File: src/logic/aes_key_pkg.sv
`default_nettype none

package aes_key_pkg;

    // Word, index and bus address types.
    typedef logic [31:0] key_word_t;
    typedef logic [5:0]  word_idx_t;
    typedef logic [8:0]  apb_addr_t;

    // Size limits, set by AES-256.
    localparam int MAX_KEY_WORDS   = 8;
    localparam int MAX_TOTAL_WORDS = 60;

    // ------------------------------------------------------------
    // APB byte address map.
    // ------------------------------------------------------------
    localparam apb_addr_t KEY_BASE    = 9'h000;
    localparam apb_addr_t CTRL_ADDR   = 9'h020;
    localparam apb_addr_t STATUS_ADDR = 9'h024;
    localparam apb_addr_t RK_BASE     = 9'h100;

    // Round constant, first byte of Rcon[round].
    function automatic logic [7:0] rcon_byte(input logic [3:0] round);
        case (round)
            4'd1:    rcon_byte = 8'h01;
            4'd2:    rcon_byte = 8'h02;
            4'd3:    rcon_byte = 8'h04;
            4'd4:    rcon_byte = 8'h08;
            4'd5:    rcon_byte = 8'h10;
            4'd6:    rcon_byte = 8'h20;
            4'd7:    rcon_byte = 8'h40;
            4'd8:    rcon_byte = 8'h80;
            4'd9:    rcon_byte = 8'h1b;
            4'd10:   rcon_byte = 8'h36;
            default: rcon_byte = 8'h00;
        endcase
    endfunction

endpackage

`default_nettype wire
File: src/logic/aes_key_schedule_top.sv
`timescale 1ns/1ps
`default_nettype none

module aes_key_schedule_top
#(
    parameter int N_KEY_WORDS = 8
)
(
    input  wire                         i_clock,
    input  wire                         i_arst_n,
    input  wire                         i_psel,
    input  wire                         i_penable,
    input  wire                         i_pwrite,
    input  wire aes_key_pkg::apb_addr_t i_paddr,
    input  wire aes_key_pkg::key_word_t i_pwdata,
    output aes_key_pkg::key_word_t      o_prdata,
    output logic                        o_pready,
    output logic                        o_pslverr
);
    import aes_key_pkg::*;

    // APB to expander control.
    logic                         start;
    logic [32*MAX_KEY_WORDS-1:0]  key_flat;
    logic                         busy;
    logic                         done;

    // Requester and store port nets.
    logic      exp_req;
    logic      exp_we;
    word_idx_t exp_addr;
    key_word_t exp_wdata;
    logic      exp_gnt;
    logic      apb_req;
    word_idx_t apb_addr;
    logic      apb_gnt;
    logic      mem_en;
    logic      mem_we;
    word_idx_t mem_addr;
    key_word_t mem_wdata;
    key_word_t mem_rdata;

    apb_key_regs #(.N_KEY_WORDS(N_KEY_WORDS)) u_apb
    (
        .i_clock         (i_clock),
        .i_arst_n        (i_arst_n),
        .i_psel          (i_psel),
        .i_penable       (i_penable),
        .i_pwrite        (i_pwrite),
        .i_paddr         (i_paddr),
        .i_pwdata        (i_pwdata),
        .o_prdata        (o_prdata),
        .o_pready        (o_pready),
        .o_pslverr       (o_pslverr),
        .o_start         (start),
        .o_key_word_flat (key_flat),
        .i_busy          (busy),
        .i_done          (done),
        .o_req           (apb_req),
        .o_addr          (apb_addr),
        .i_gnt           (apb_gnt),
        .i_rdata         (mem_rdata)
    );

    key_expander #(.N_KEY_WORDS(N_KEY_WORDS)) u_expander
    (
        .i_clock         (i_clock),
        .i_arst_n        (i_arst_n),
        .i_start         (start),
        .i_key_word_flat (key_flat),
        .o_busy          (busy),
        .o_done          (done),
        .o_req           (exp_req),
        .o_we            (exp_we),
        .o_addr          (exp_addr),
        .o_wdata         (exp_wdata),
        .i_gnt           (exp_gnt)
    );

    round_key_arbiter u_arbiter
    (
        .i_clock     (i_clock),
        .i_arst_n    (i_arst_n),
        .i_exp_req   (exp_req),
        .i_exp_we    (exp_we),
        .i_exp_addr  (exp_addr),
        .i_exp_wdata (exp_wdata),
        .i_apb_req   (apb_req),
        .i_apb_addr  (apb_addr),
        .o_exp_gnt   (exp_gnt),
        .o_apb_gnt   (apb_gnt),
        .o_mem_en    (mem_en),
        .o_mem_we    (mem_we),
        .o_mem_addr  (mem_addr),
        .o_mem_wdata (mem_wdata)
    );

    round_key_store u_store
    (
        .i_clock (i_clock),
        .i_en    (mem_en),
        .i_we    (mem_we),
        .i_addr  (mem_addr),
        .i_wdata (mem_wdata),
        .o_rdata (mem_rdata)
    );

endmodule

`default_nettype wire

File: src/logic/apb_key_regs.sv
`timescale 1ns/1ps
`default_nettype none

module apb_key_regs
#(
    parameter int N_KEY_WORDS = 8
)
(
    input  wire                                      i_clock,
    input  wire                                      i_arst_n,
    input  wire                                      i_psel,
    input  wire                                      i_penable,
    input  wire                                      i_pwrite,
    input  wire aes_key_pkg::apb_addr_t              i_paddr,
    input  wire aes_key_pkg::key_word_t              i_pwdata,
    output aes_key_pkg::key_word_t                   o_prdata,
    output logic                                     o_pready,
    output logic                                     o_pslverr,
    output logic                                     o_start,
    output logic [32*aes_key_pkg::MAX_KEY_WORDS-1:0] o_key_word_flat,
    input  wire                                      i_busy,
    input  wire                                      i_done,
    output logic                                     o_req,
    output aes_key_pkg::word_idx_t                   o_addr,
    input  wire                                      i_gnt,
    input  wire aes_key_pkg::key_word_t              i_rdata
);
    import aes_key_pkg::*;

    localparam int N_ROUNDS = N_KEY_WORDS + 6;
    localparam int N_TOTAL  = 4 * N_ROUNDS + 4;

    typedef enum logic [1:0] {RD_IDLE, RD_WAIT_GNT, RD_WAIT_DATA} rd_state_t;

    rd_state_t rd_state;
    key_word_t key_reg [MAX_KEY_WORDS];
    logic      access;
    logic      is_key;
    logic      is_ctrl;
    logic      is_status;
    logic      is_rk;
    logic      rk_in_range;
    logic      rk_read;

    // ------------------------------------------------------------
    // Address decode.
    // ------------------------------------------------------------
    assign access      = i_psel & i_penable;
    assign is_key      = (i_paddr[8:5] == KEY_BASE[8:5]);
    assign is_ctrl     = (i_paddr == CTRL_ADDR);
    assign is_status   = (i_paddr == STATUS_ADDR);
    assign is_rk       = (i_paddr[8] == RK_BASE[8]);
    // Word index of a round-key read, held stable by APB.
    assign o_addr      = i_paddr[7:2];
    assign rk_in_range = (o_addr < N_TOTAL);
    assign rk_read     = access & ~i_pwrite & is_rk & rk_in_range;

    // Store request only while waiting for the grant.
    assign o_req = (rd_state == RD_WAIT_GNT);

    // Registers answer at once. Round-key reads wait for data.
    assign o_pready  = access & (~rk_read | (rd_state == RD_WAIT_DATA));
    assign o_pslverr = access & ((is_rk & (i_pwrite | ~rk_in_range)) | (i_pwrite & is_status));

    // Key and control read as zero. So does any unmapped address.
    always_comb
    begin
        o_prdata = '0;
        if (rd_state == RD_WAIT_DATA)
            o_prdata = i_rdata;
        else if (is_status)
            o_prdata = {30'b0, i_done, i_busy};
    end

    // ------------------------------------------------------------
    // Start strobe and round-key read FSM.
    // ------------------------------------------------------------
    always_ff @(posedge i_clock or negedge i_arst_n)
    begin
        if (!i_arst_n)
        begin
            rd_state <= RD_IDLE;
            o_start  <= 1'b0;
        end
        else
        begin
            o_start <= access & i_pwrite & is_ctrl & i_pwdata[0];
            case (rd_state)
                RD_IDLE:      if (rk_read) rd_state <= RD_WAIT_GNT;
                RD_WAIT_GNT:  if (i_gnt) rd_state <= RD_WAIT_DATA;
                RD_WAIT_DATA: rd_state <= RD_IDLE;
                default:      rd_state <= RD_IDLE;
            endcase
        end
    end

    // Write-only key words.
    always_ff @(posedge i_clock)
    begin
        if (access && i_pwrite && is_key)
            key_reg[i_paddr[4:2]] <= i_pwdata;
    end

    for (genvar k = 0; k < MAX_KEY_WORDS; k++)
    begin : gen_flat
        assign o_key_word_flat[32*k +: 32] = key_reg[k];
    end

    // The store is only touched inside an APB access.
    a_req_in_access: assert property (@(posedge i_clock) disable iff (!i_arst_n)
        o_req |-> (i_psel && i_penable));

endmodule

`default_nettype wire

File: src/logic/round_key_store.sv
`timescale 1ns/1ps
`default_nettype none

module round_key_store
(
    input  wire                         i_clock,
    input  wire                         i_en,
    input  wire                         i_we,
    input  wire aes_key_pkg::word_idx_t i_addr,
    input  wire aes_key_pkg::key_word_t i_wdata,
    output aes_key_pkg::key_word_t      o_rdata
);
    import aes_key_pkg::*;

    // One word per expanded key slot.
    key_word_t mem [MAX_TOTAL_WORDS];

    // Write on the grant edge, read data one cycle later.
    always_ff @(posedge i_clock)
    begin
        if (i_en)
        begin
            if (i_we)
                mem[i_addr] <= i_wdata;
            else
                o_rdata <= mem[i_addr];
        end
    end

endmodule

`default_nettype wire

File: src/logic/round_key_arbiter.sv
`timescale 1ns/1ps
`default_nettype none

module round_key_arbiter
(
    input  wire                         i_clock,
    input  wire                         i_arst_n,
    input  wire                         i_exp_req,
    input  wire                         i_exp_we,
    input  wire aes_key_pkg::word_idx_t i_exp_addr,
    input  wire aes_key_pkg::key_word_t i_exp_wdata,
    input  wire                         i_apb_req,
    input  wire aes_key_pkg::word_idx_t i_apb_addr,
    output logic                        o_exp_gnt,
    output logic                        o_apb_gnt,
    output logic                        o_mem_en,
    output logic                        o_mem_we,
    output aes_key_pkg::word_idx_t      o_mem_addr,
    output aes_key_pkg::key_word_t      o_mem_wdata
);

    // Set when APB won the last contested or single grant.
    logic last_apb;

    // Round robin. On a tie the side that did not win last goes.
    assign o_exp_gnt = i_exp_req & (~i_apb_req | last_apb);
    assign o_apb_gnt = i_apb_req & (~i_exp_req | ~last_apb);

    // Granted side drives the store port.
    assign o_mem_en    = o_exp_gnt | o_apb_gnt;
    assign o_mem_we    = o_exp_gnt & i_exp_we;
    assign o_mem_addr  = o_apb_gnt ? i_apb_addr : i_exp_addr;
    assign o_mem_wdata = i_exp_wdata;  // APB side only reads.

    // Reset value favours the expander first.
    always_ff @(posedge i_clock or negedge i_arst_n)
    begin
        if (!i_arst_n)
            last_apb <= 1'b1;
        else if (o_exp_gnt)
            last_apb <= 1'b0;
        else if (o_apb_gnt)
            last_apb <= 1'b1;
    end

    a_one_grant: assert property (@(posedge i_clock) disable iff (!i_arst_n)
        $onehot0({o_exp_gnt, o_apb_gnt}));

endmodule

`default_nettype wire

File: src/logic/key_expander.sv
`timescale 1ns/1ps
`default_nettype none

module key_expander
#(
    parameter int N_KEY_WORDS = 8
)
(
    input  wire                                      i_clock,
    input  wire                                      i_arst_n,
    input  wire                                      i_start,
    input  wire [32*aes_key_pkg::MAX_KEY_WORDS-1:0]  i_key_word_flat,
    output logic                                     o_busy,
    output logic                                     o_done,
    output logic                                     o_req,
    output logic                                     o_we,
    output aes_key_pkg::word_idx_t                   o_addr,
    output aes_key_pkg::key_word_t                   o_wdata,
    input  wire                                      i_gnt
);
    import aes_key_pkg::*;

    localparam int        N_ROUNDS  = N_KEY_WORDS + 6;
    localparam int        N_TOTAL   = 4 * N_ROUNDS + 4;
    localparam word_idx_t LAST_KEY  = word_idx_t'(N_KEY_WORDS - 1);
    localparam word_idx_t LAST_WORD = word_idx_t'(N_TOTAL - 1);

    typedef enum logic [1:0] {ST_IDLE, ST_LOAD, ST_EXPAND} exp_state_t;

    exp_state_t state;
    word_idx_t  idx;
    key_word_t  window [N_KEY_WORDS];  // [0] oldest, [N-1] newest.
    key_word_t  step_word;

    // Next word from w[i-1] and w[i-NK].
    key_word_step #(.N_KEY_WORDS(N_KEY_WORDS)) u_step
    (
        .i_word_prev    (window[N_KEY_WORDS-1]),
        .i_word_back_nk (window[0]),
        .i_index        (idx),
        .o_word         (step_word)
    );

    // Every active cycle is a write request.
    assign o_busy  = (state != ST_IDLE);
    assign o_req   = o_busy;
    assign o_we    = o_busy;
    assign o_addr  = idx;
    // Key registers are sampled as each initial word goes out.
    assign o_wdata = (state == ST_LOAD) ? i_key_word_flat[32*idx[2:0] +: 32] : step_word;

    // ------------------------------------------------------------
    // Sequencer. Advances only on a grant.
    // ------------------------------------------------------------
    always_ff @(posedge i_clock or negedge i_arst_n)
    begin
        if (!i_arst_n)
        begin
            state  <= ST_IDLE;
            idx    <= '0;
            o_done <= 1'b0;
        end
        else
        begin
            case (state)
                ST_IDLE:
                begin
                    if (i_start)
                    begin
                        state  <= ST_LOAD;
                        idx    <= '0;
                        o_done <= 1'b0;
                    end
                end
                ST_LOAD:
                begin
                    if (i_gnt)
                    begin
                        idx <= idx + 1'b1;
                        if (idx == LAST_KEY)
                            state <= ST_EXPAND;
                    end
                end
                ST_EXPAND:
                begin
                    if (i_gnt)
                    begin
                        idx <= idx + 1'b1;
                        if (idx == LAST_WORD)
                        begin
                            state  <= ST_IDLE;
                            o_done <= 1'b1;
                        end
                    end
                end
                default: state <= ST_IDLE;
            endcase
        end
    end

    // Shift window. Stalls with the index.
    always_ff @(posedge i_clock)
    begin
        if (o_req && i_gnt)
        begin
            for (int i = 0; i < N_KEY_WORDS - 1; i++)
            begin
                window[i] <= window[i + 1];
            end
            window[N_KEY_WORDS-1] <= o_wdata;
        end
    end

    // No request ever targets a slot past the schedule.
    a_addr_in_range: assert property (@(posedge i_clock) disable iff (!i_arst_n)
        o_req |-> (o_addr < N_TOTAL));

endmodule

`default_nettype wire

File: src/logic/key_word_step.sv
`timescale 1ns/1ps
`default_nettype none

module key_word_step
#(
    parameter int N_KEY_WORDS = 8
)
(
    input  wire aes_key_pkg::key_word_t i_word_prev,
    input  wire aes_key_pkg::key_word_t i_word_back_nk,
    input  wire aes_key_pkg::word_idx_t i_index,
    output aes_key_pkg::key_word_t      o_word
);
    import aes_key_pkg::*;

    key_word_t sub_word;
    key_word_t rot_word;
    key_word_t temp_word;
    word_idx_t phase;
    word_idx_t round;

    // Position inside the key period and round number.
    assign phase = word_idx_t'(i_index % N_KEY_WORDS);
    assign round = word_idx_t'(i_index / N_KEY_WORDS);

    // SubWord of the previous word.
    sbox_word u_sbox
    (
        .i_word (i_word_prev),
        .o_word (sub_word)
    );

    // RotWord after SubWord gives the same bytes. Rcon on the top byte.
    // Round never exceeds 10 here, so 4 bits are enough.
    assign rot_word = {sub_word[23:0], sub_word[31:24]}
                    ^ {rcon_byte(round[3:0]), 24'h000000};

    // ------------------------------------------------------------
    // Transform select.
    // ------------------------------------------------------------
    always_comb
    begin
        if (phase == '0)
            temp_word = rot_word;
        else if ((N_KEY_WORDS == 8) && (phase == word_idx_t'(4)))
            temp_word = sub_word;  // AES-256 midpoint.
        else
            temp_word = i_word_prev;
    end

    // Fold in the word one key period back.
    assign o_word = temp_word ^ i_word_back_nk;

endmodule

`default_nettype wire

File: src/logic/sbox_word.sv
`timescale 1ns/1ps
`default_nettype none

module sbox_word
(
    input  wire aes_key_pkg::key_word_t i_word,
    output aes_key_pkg::key_word_t      o_word
);

    // GF(2^8) product, reduction polynomial 0x11b.
    function automatic logic [7:0] gf_mul(input logic [7:0] a, input logic [7:0] b);
        logic [7:0] p;
        logic [7:0] x;
        p = 8'h00;
        x = a;
        for (int i = 0; i < 8; i++)
        begin
            if (b[i])
                p = p ^ x;
            // xtime step.
            x = {x[6:0], 1'b0} ^ (x[7] ? 8'h1b : 8'h00);
        end
        return p;
    endfunction

    // Inverse as a^254. Zero maps to zero.
    function automatic logic [7:0] gf_inv(input logic [7:0] a);
        logic [7:0] sq;
        logic [7:0] acc;
        sq  = a;
        acc = 8'h01;
        // Collect a^2 * a^4 * ... * a^128.
        for (int i = 1; i < 8; i++)
        begin
            sq  = gf_mul(sq, sq);
            acc = gf_mul(acc, sq);
        end
        return acc;
    endfunction

    // Affine map over GF(2), constant 0x63.
    function automatic logic [7:0] affine(input logic [7:0] b);
        return b ^ {b[6:0], b[7]} ^ {b[5:0], b[7:6]}
                 ^ {b[4:0], b[7:5]} ^ {b[3:0], b[7:4]} ^ 8'h63;
    endfunction

    // One S-box per byte.
    for (genvar g = 0; g < 4; g++)
    begin : gen_byte
        assign o_word[8*g +: 8] = affine(gf_inv(i_word[8*g +: 8]));
    end

endmodule

`default_nettype wire

File: config.mk
export PLATFORM = sky130hd
export DESIGN_NAME = aes_key_schedule_top
export DESIGN_NICKNAME = d
export VERILOG_FILES = /design/src/logic/aes_key_pkg.sv /design/src/logic/aes_key_schedule_top.sv /design/src/logic/apb_key_regs.sv /design/src/logic/round_key_store.sv /design/src/logic/round_key_arbiter.sv /design/src/logic/key_expander.sv /design/src/logic/key_word_step.sv /design/src/logic/sbox_word.sv
export SDC_FILE = /design/constraint.sdc
export NUM_CORES = 2
export LEC_CHECK = 0
export BUFFER_PORTS_ARGS = -buffer_cell sky130_fd_sc_hd__buf_2
export CAP_MARGIN = 10
export CORE_AREA = 3 3 619 621
export CTS_BUF_LIST = sky130_fd_sc_hd__clkbuf_8
export CTS_CLUSTER_DIAMETER = 40
export CTS_CLUSTER_SIZE = 28
export DETAILED_ROUTE_END_ITERATION = 8
export DIE_AREA = 0 0 622 624
export SYNTH_ARGS = -nofsm -noshare
export SYNTH_HDL_FRONTEND = slang
export SYNTH_SLANG_ARGS = --single-unit
File: constraint.sdc
create_clock -name i_clock -period 32.5 [get_ports i_clock]
set_input_delay 6.5 -clock i_clock [delete_from_list [all_inputs] [get_ports i_clock]]
set_output_delay 6.5 -clock i_clock [all_outputs]
set_load 0.05 [all_outputs]
==> flow_metrics.tcl <==
set metrics [dict create \
    outcome "completed" \
    grt_pass1_vias 101400 \
    async_reset_ff_frac 0.005248 \
    critPathSlowestCell "a211oi_1" \
    wl_met2_um 214600 \
    worst_ep_arrival_time_ps 21900 \
    slew_headroom 0.1304 \
    clk_pin_slew_worst_paths_ps 80 \
    final.period_utilization 0.6550 \
    ys_seq_elements 2477 \
    coreArea_mm2 0.3783 \
    crit_type "flip-flop to flip-flop" \
    ys_seq_area_frac 0.4922 \
    initial_utilization 0.3991 \
    grtUsageTotal 0.2322 \
    grt.overflow.total 0 \
    yosysMostFrequentCell "edfxtp_1" \
    rsz0062_at_grt "false" \
    synth_top_area_share 0.4900 \
    layout_setup_ws_ps 11210 \
    yosysTopAreaCell "edfxtp_1" \
    cts-buffers-inserted 295 \
    synthesis.area_mm2 0.1510 \
    worst_pin_slew_ps 1291 \
    grt_max_degree 105 \
    syn_area_per_cell_um2 11.68 \
    yosys-top-cells-count "edfxtp_1, xnor2_1, nor2_1" \
    io_pins 80 \
    hold_viol 0 \
    cts_tree "yes" \
    finalSetupTns_ps 0 \
    die-area_mm2 0.3881 \
    vias 108200 \
    post_drt_wl_per_cell_um 25.77 \
    slowest_delay_ps 850 \
    skew_ps 163.4 \
    clk_path_buf_depth 4 \
    nNetsFinal 12980 \
    yosys_most_used_dff "edfxtp_1" \
    post-place-ws_ps 11660 \
    crit_required_ps 33110 \
    die_y_um 624 \
    antenna_found_initial 36 \
    cts_max_level 5 \
    routed_wl_um 468600 \
    wl_met3_um 38700 \
    period_minus_slack_ps 21290 \
    syn2layout_area_growth_pct 9.693 \
    drt-vias-per-instance 5.953 \
    cts_sinks 2477 \
    num_rows 226 \
    synth_edf_count 2464 \
    synth_area_leaders "edfxtp_1, xnor2_1, xnor3_1, nor2_1, a22oi_1" \
    post-dp-hpwl_um 290200 \
    fill_cells 34750 \
    drive_gt1_frac 0.1311 \
    cts_hold_buf 0 \
    place.gp.congestion 0.9070 \
    clk-insertion-delay-late_ps 1080 \
    ant_nets 0 \
    cts_resized 0 \
    synth.distinct_cells 148 \
    fp.dieW_um 622 \
    placedCellCount 17620 \
    synth_cells 12930 \
    wl_met1_um 201100 \
    drc 0 \
    crit_fanout 61 \
    hold_slack_ps 394.5 \
    stdcell_count 18180 \
    highest_layer "met5" \
    drtPass1Iterations 8 \
    end_kind "flip-flop" \
    synth_warnings 0 \
    cts-root-buf "clkbuf_8" \
    drv_cap 0 \
    slew_viol_final 0 \
    grt_pass1_wl_um 687600 \
    largest_reg_flops 1920 \
    critPathLaunchType "flip-flop" \
    hp-class "flip-flop to flip-flop" \
    post-cts-setup-buffer-count 0 \
    drtIter0Drc 13190 \
    syn-num-nets 13010 \
    max_freq_ghz 0.04698 \
    setup_viol 0 \
    portBuffers 79 \
]
==> worst paths after layout <==
path | from | endpoint | slack [ps] | depth (start not counted)
max | u_expander.window[1][111] | u_store.mem[32][15] | 11210 | 61
min | u_expander.window[1][69] | u_expander.window[1][37] | 390 | 0
max reg2reg | u_expander.window[1][111] | u_store.mem[32][15] | 11210 | 61
min reg2reg | u_expander.window[1][69] | u_expander.window[1][37] | 390 | 0
max in group asynchronous | i_arst_n | u_expander.o_addr[1] | 26710 | 1
min in group asynchronous | i_arst_n | u_apb.rd_state[0] | 5440 | 1
==> layout by cell type, fill, tap and decap left out, types with 44 or more instances in the layout <==
master / synthesis / routed
buf_4: 30 / 458
inv_6: 0 / 49
nor2_1: 1331 / 1262
xor2_2: 41 / 52
buf_2: 111 / 79
mux4_2: 103 / 103
a21oi_1: 544 / 543
nand4_1: 105 / 105
edfxtp_1: 2464 / 2464
mux2_2: 53 / 52
clkbuf_8: 23 / 302
nand3_1: 255 / 255
a41oi_1: 70 / 70
nand2_1: 1027 / 1024
a221oi_1: 166 / 166
nand2b_1: 44 / 44
o211ai_1: 102 / 102
xnor2_1: 1416 / 1378
o21a_1: 52 / 52
or3_1: 62 / 62
a211oi_1: 104 / 104
xnor2_2: 90 / 128
mux2i_1: 275 / 260
o22ai_1: 131 / 131
inv_1: 90 / 107
nor2_4: 2 / 70
xor2_1: 417 / 406
nor4_1: 61 / 61
and2_1: 91 / 91
a22oi_1: 631 / 631
xnor3_1: 361 / 361
a22o_1: 114 / 114
o21ai_0: 449 / 443
and3_1: 55 / 54
a31oi_1: 157 / 149
nor3_1: 249 / 241
nor2b_1: 46 / 45
==> routing by layer <==
metal / vias up / GRT usage
li1: 48570 / -
met1: 54010 / 0.3324
met2: 5014 / 0.3701
met3: 644 / 0.03092
met4: 10 / 0.06321
met5: - / 0
==> through the flow <==
stage | util | instance area (µm²)
after floorplan | - | 151000
after global placement | 0.4197 | 158800
after detailed placement | 0.4197 | 158800
after CTS | 0.4376 | 165600
after global routing | 0.4377 | 165600
final | 0.4378 | 165600
==> logic make-up after synthesis <==
logic type / after synthesis / share of synthesized area
compound gates: 3057 / 0.1403
xor+xnor: 2447 / 0.1943
fa+ha+maj: 35 / 0.002884
buf+inv: 990 / 0.02930
flops: 2477 / 0.4922
mux: 434 / 0.03779
simple gates: 3491 / 0.1032
==> layout make-up <==
cell class / instances / area, µm² / share of cell area
antenna: 29 / 72.57 / 0.0004381
timing repair buffer: 546 / 4014 / 0.02423
multi-input combinational: 9464 / 73730 / 0.4451
clock buffer: 302 / 4156 / 0.02510
inverter: 119 / 446.7 / 0.002697
sequential: 2477 / 74330 / 0.4488
tap: 5016 / 6276 / 0.03789
clock inverter: 230 / 2609 / 0.01575
==> worst max-delay path, delay by kind of cell (launching register included) <==
kind	cells	cell delay, ps
muxes	5	1570
adders and majority gates	3	1560
AOI/OAI and AO/OA	10	3200
xor gates and xnor gates	20	7600
DFF	1	650
buffers and inverters	5	1500
and+or+nand+nor	18	4570
Power is left out: the tool's default activity adds up to more than one toggle a clock period on the data nets, which glitch-free logic cannot reach.
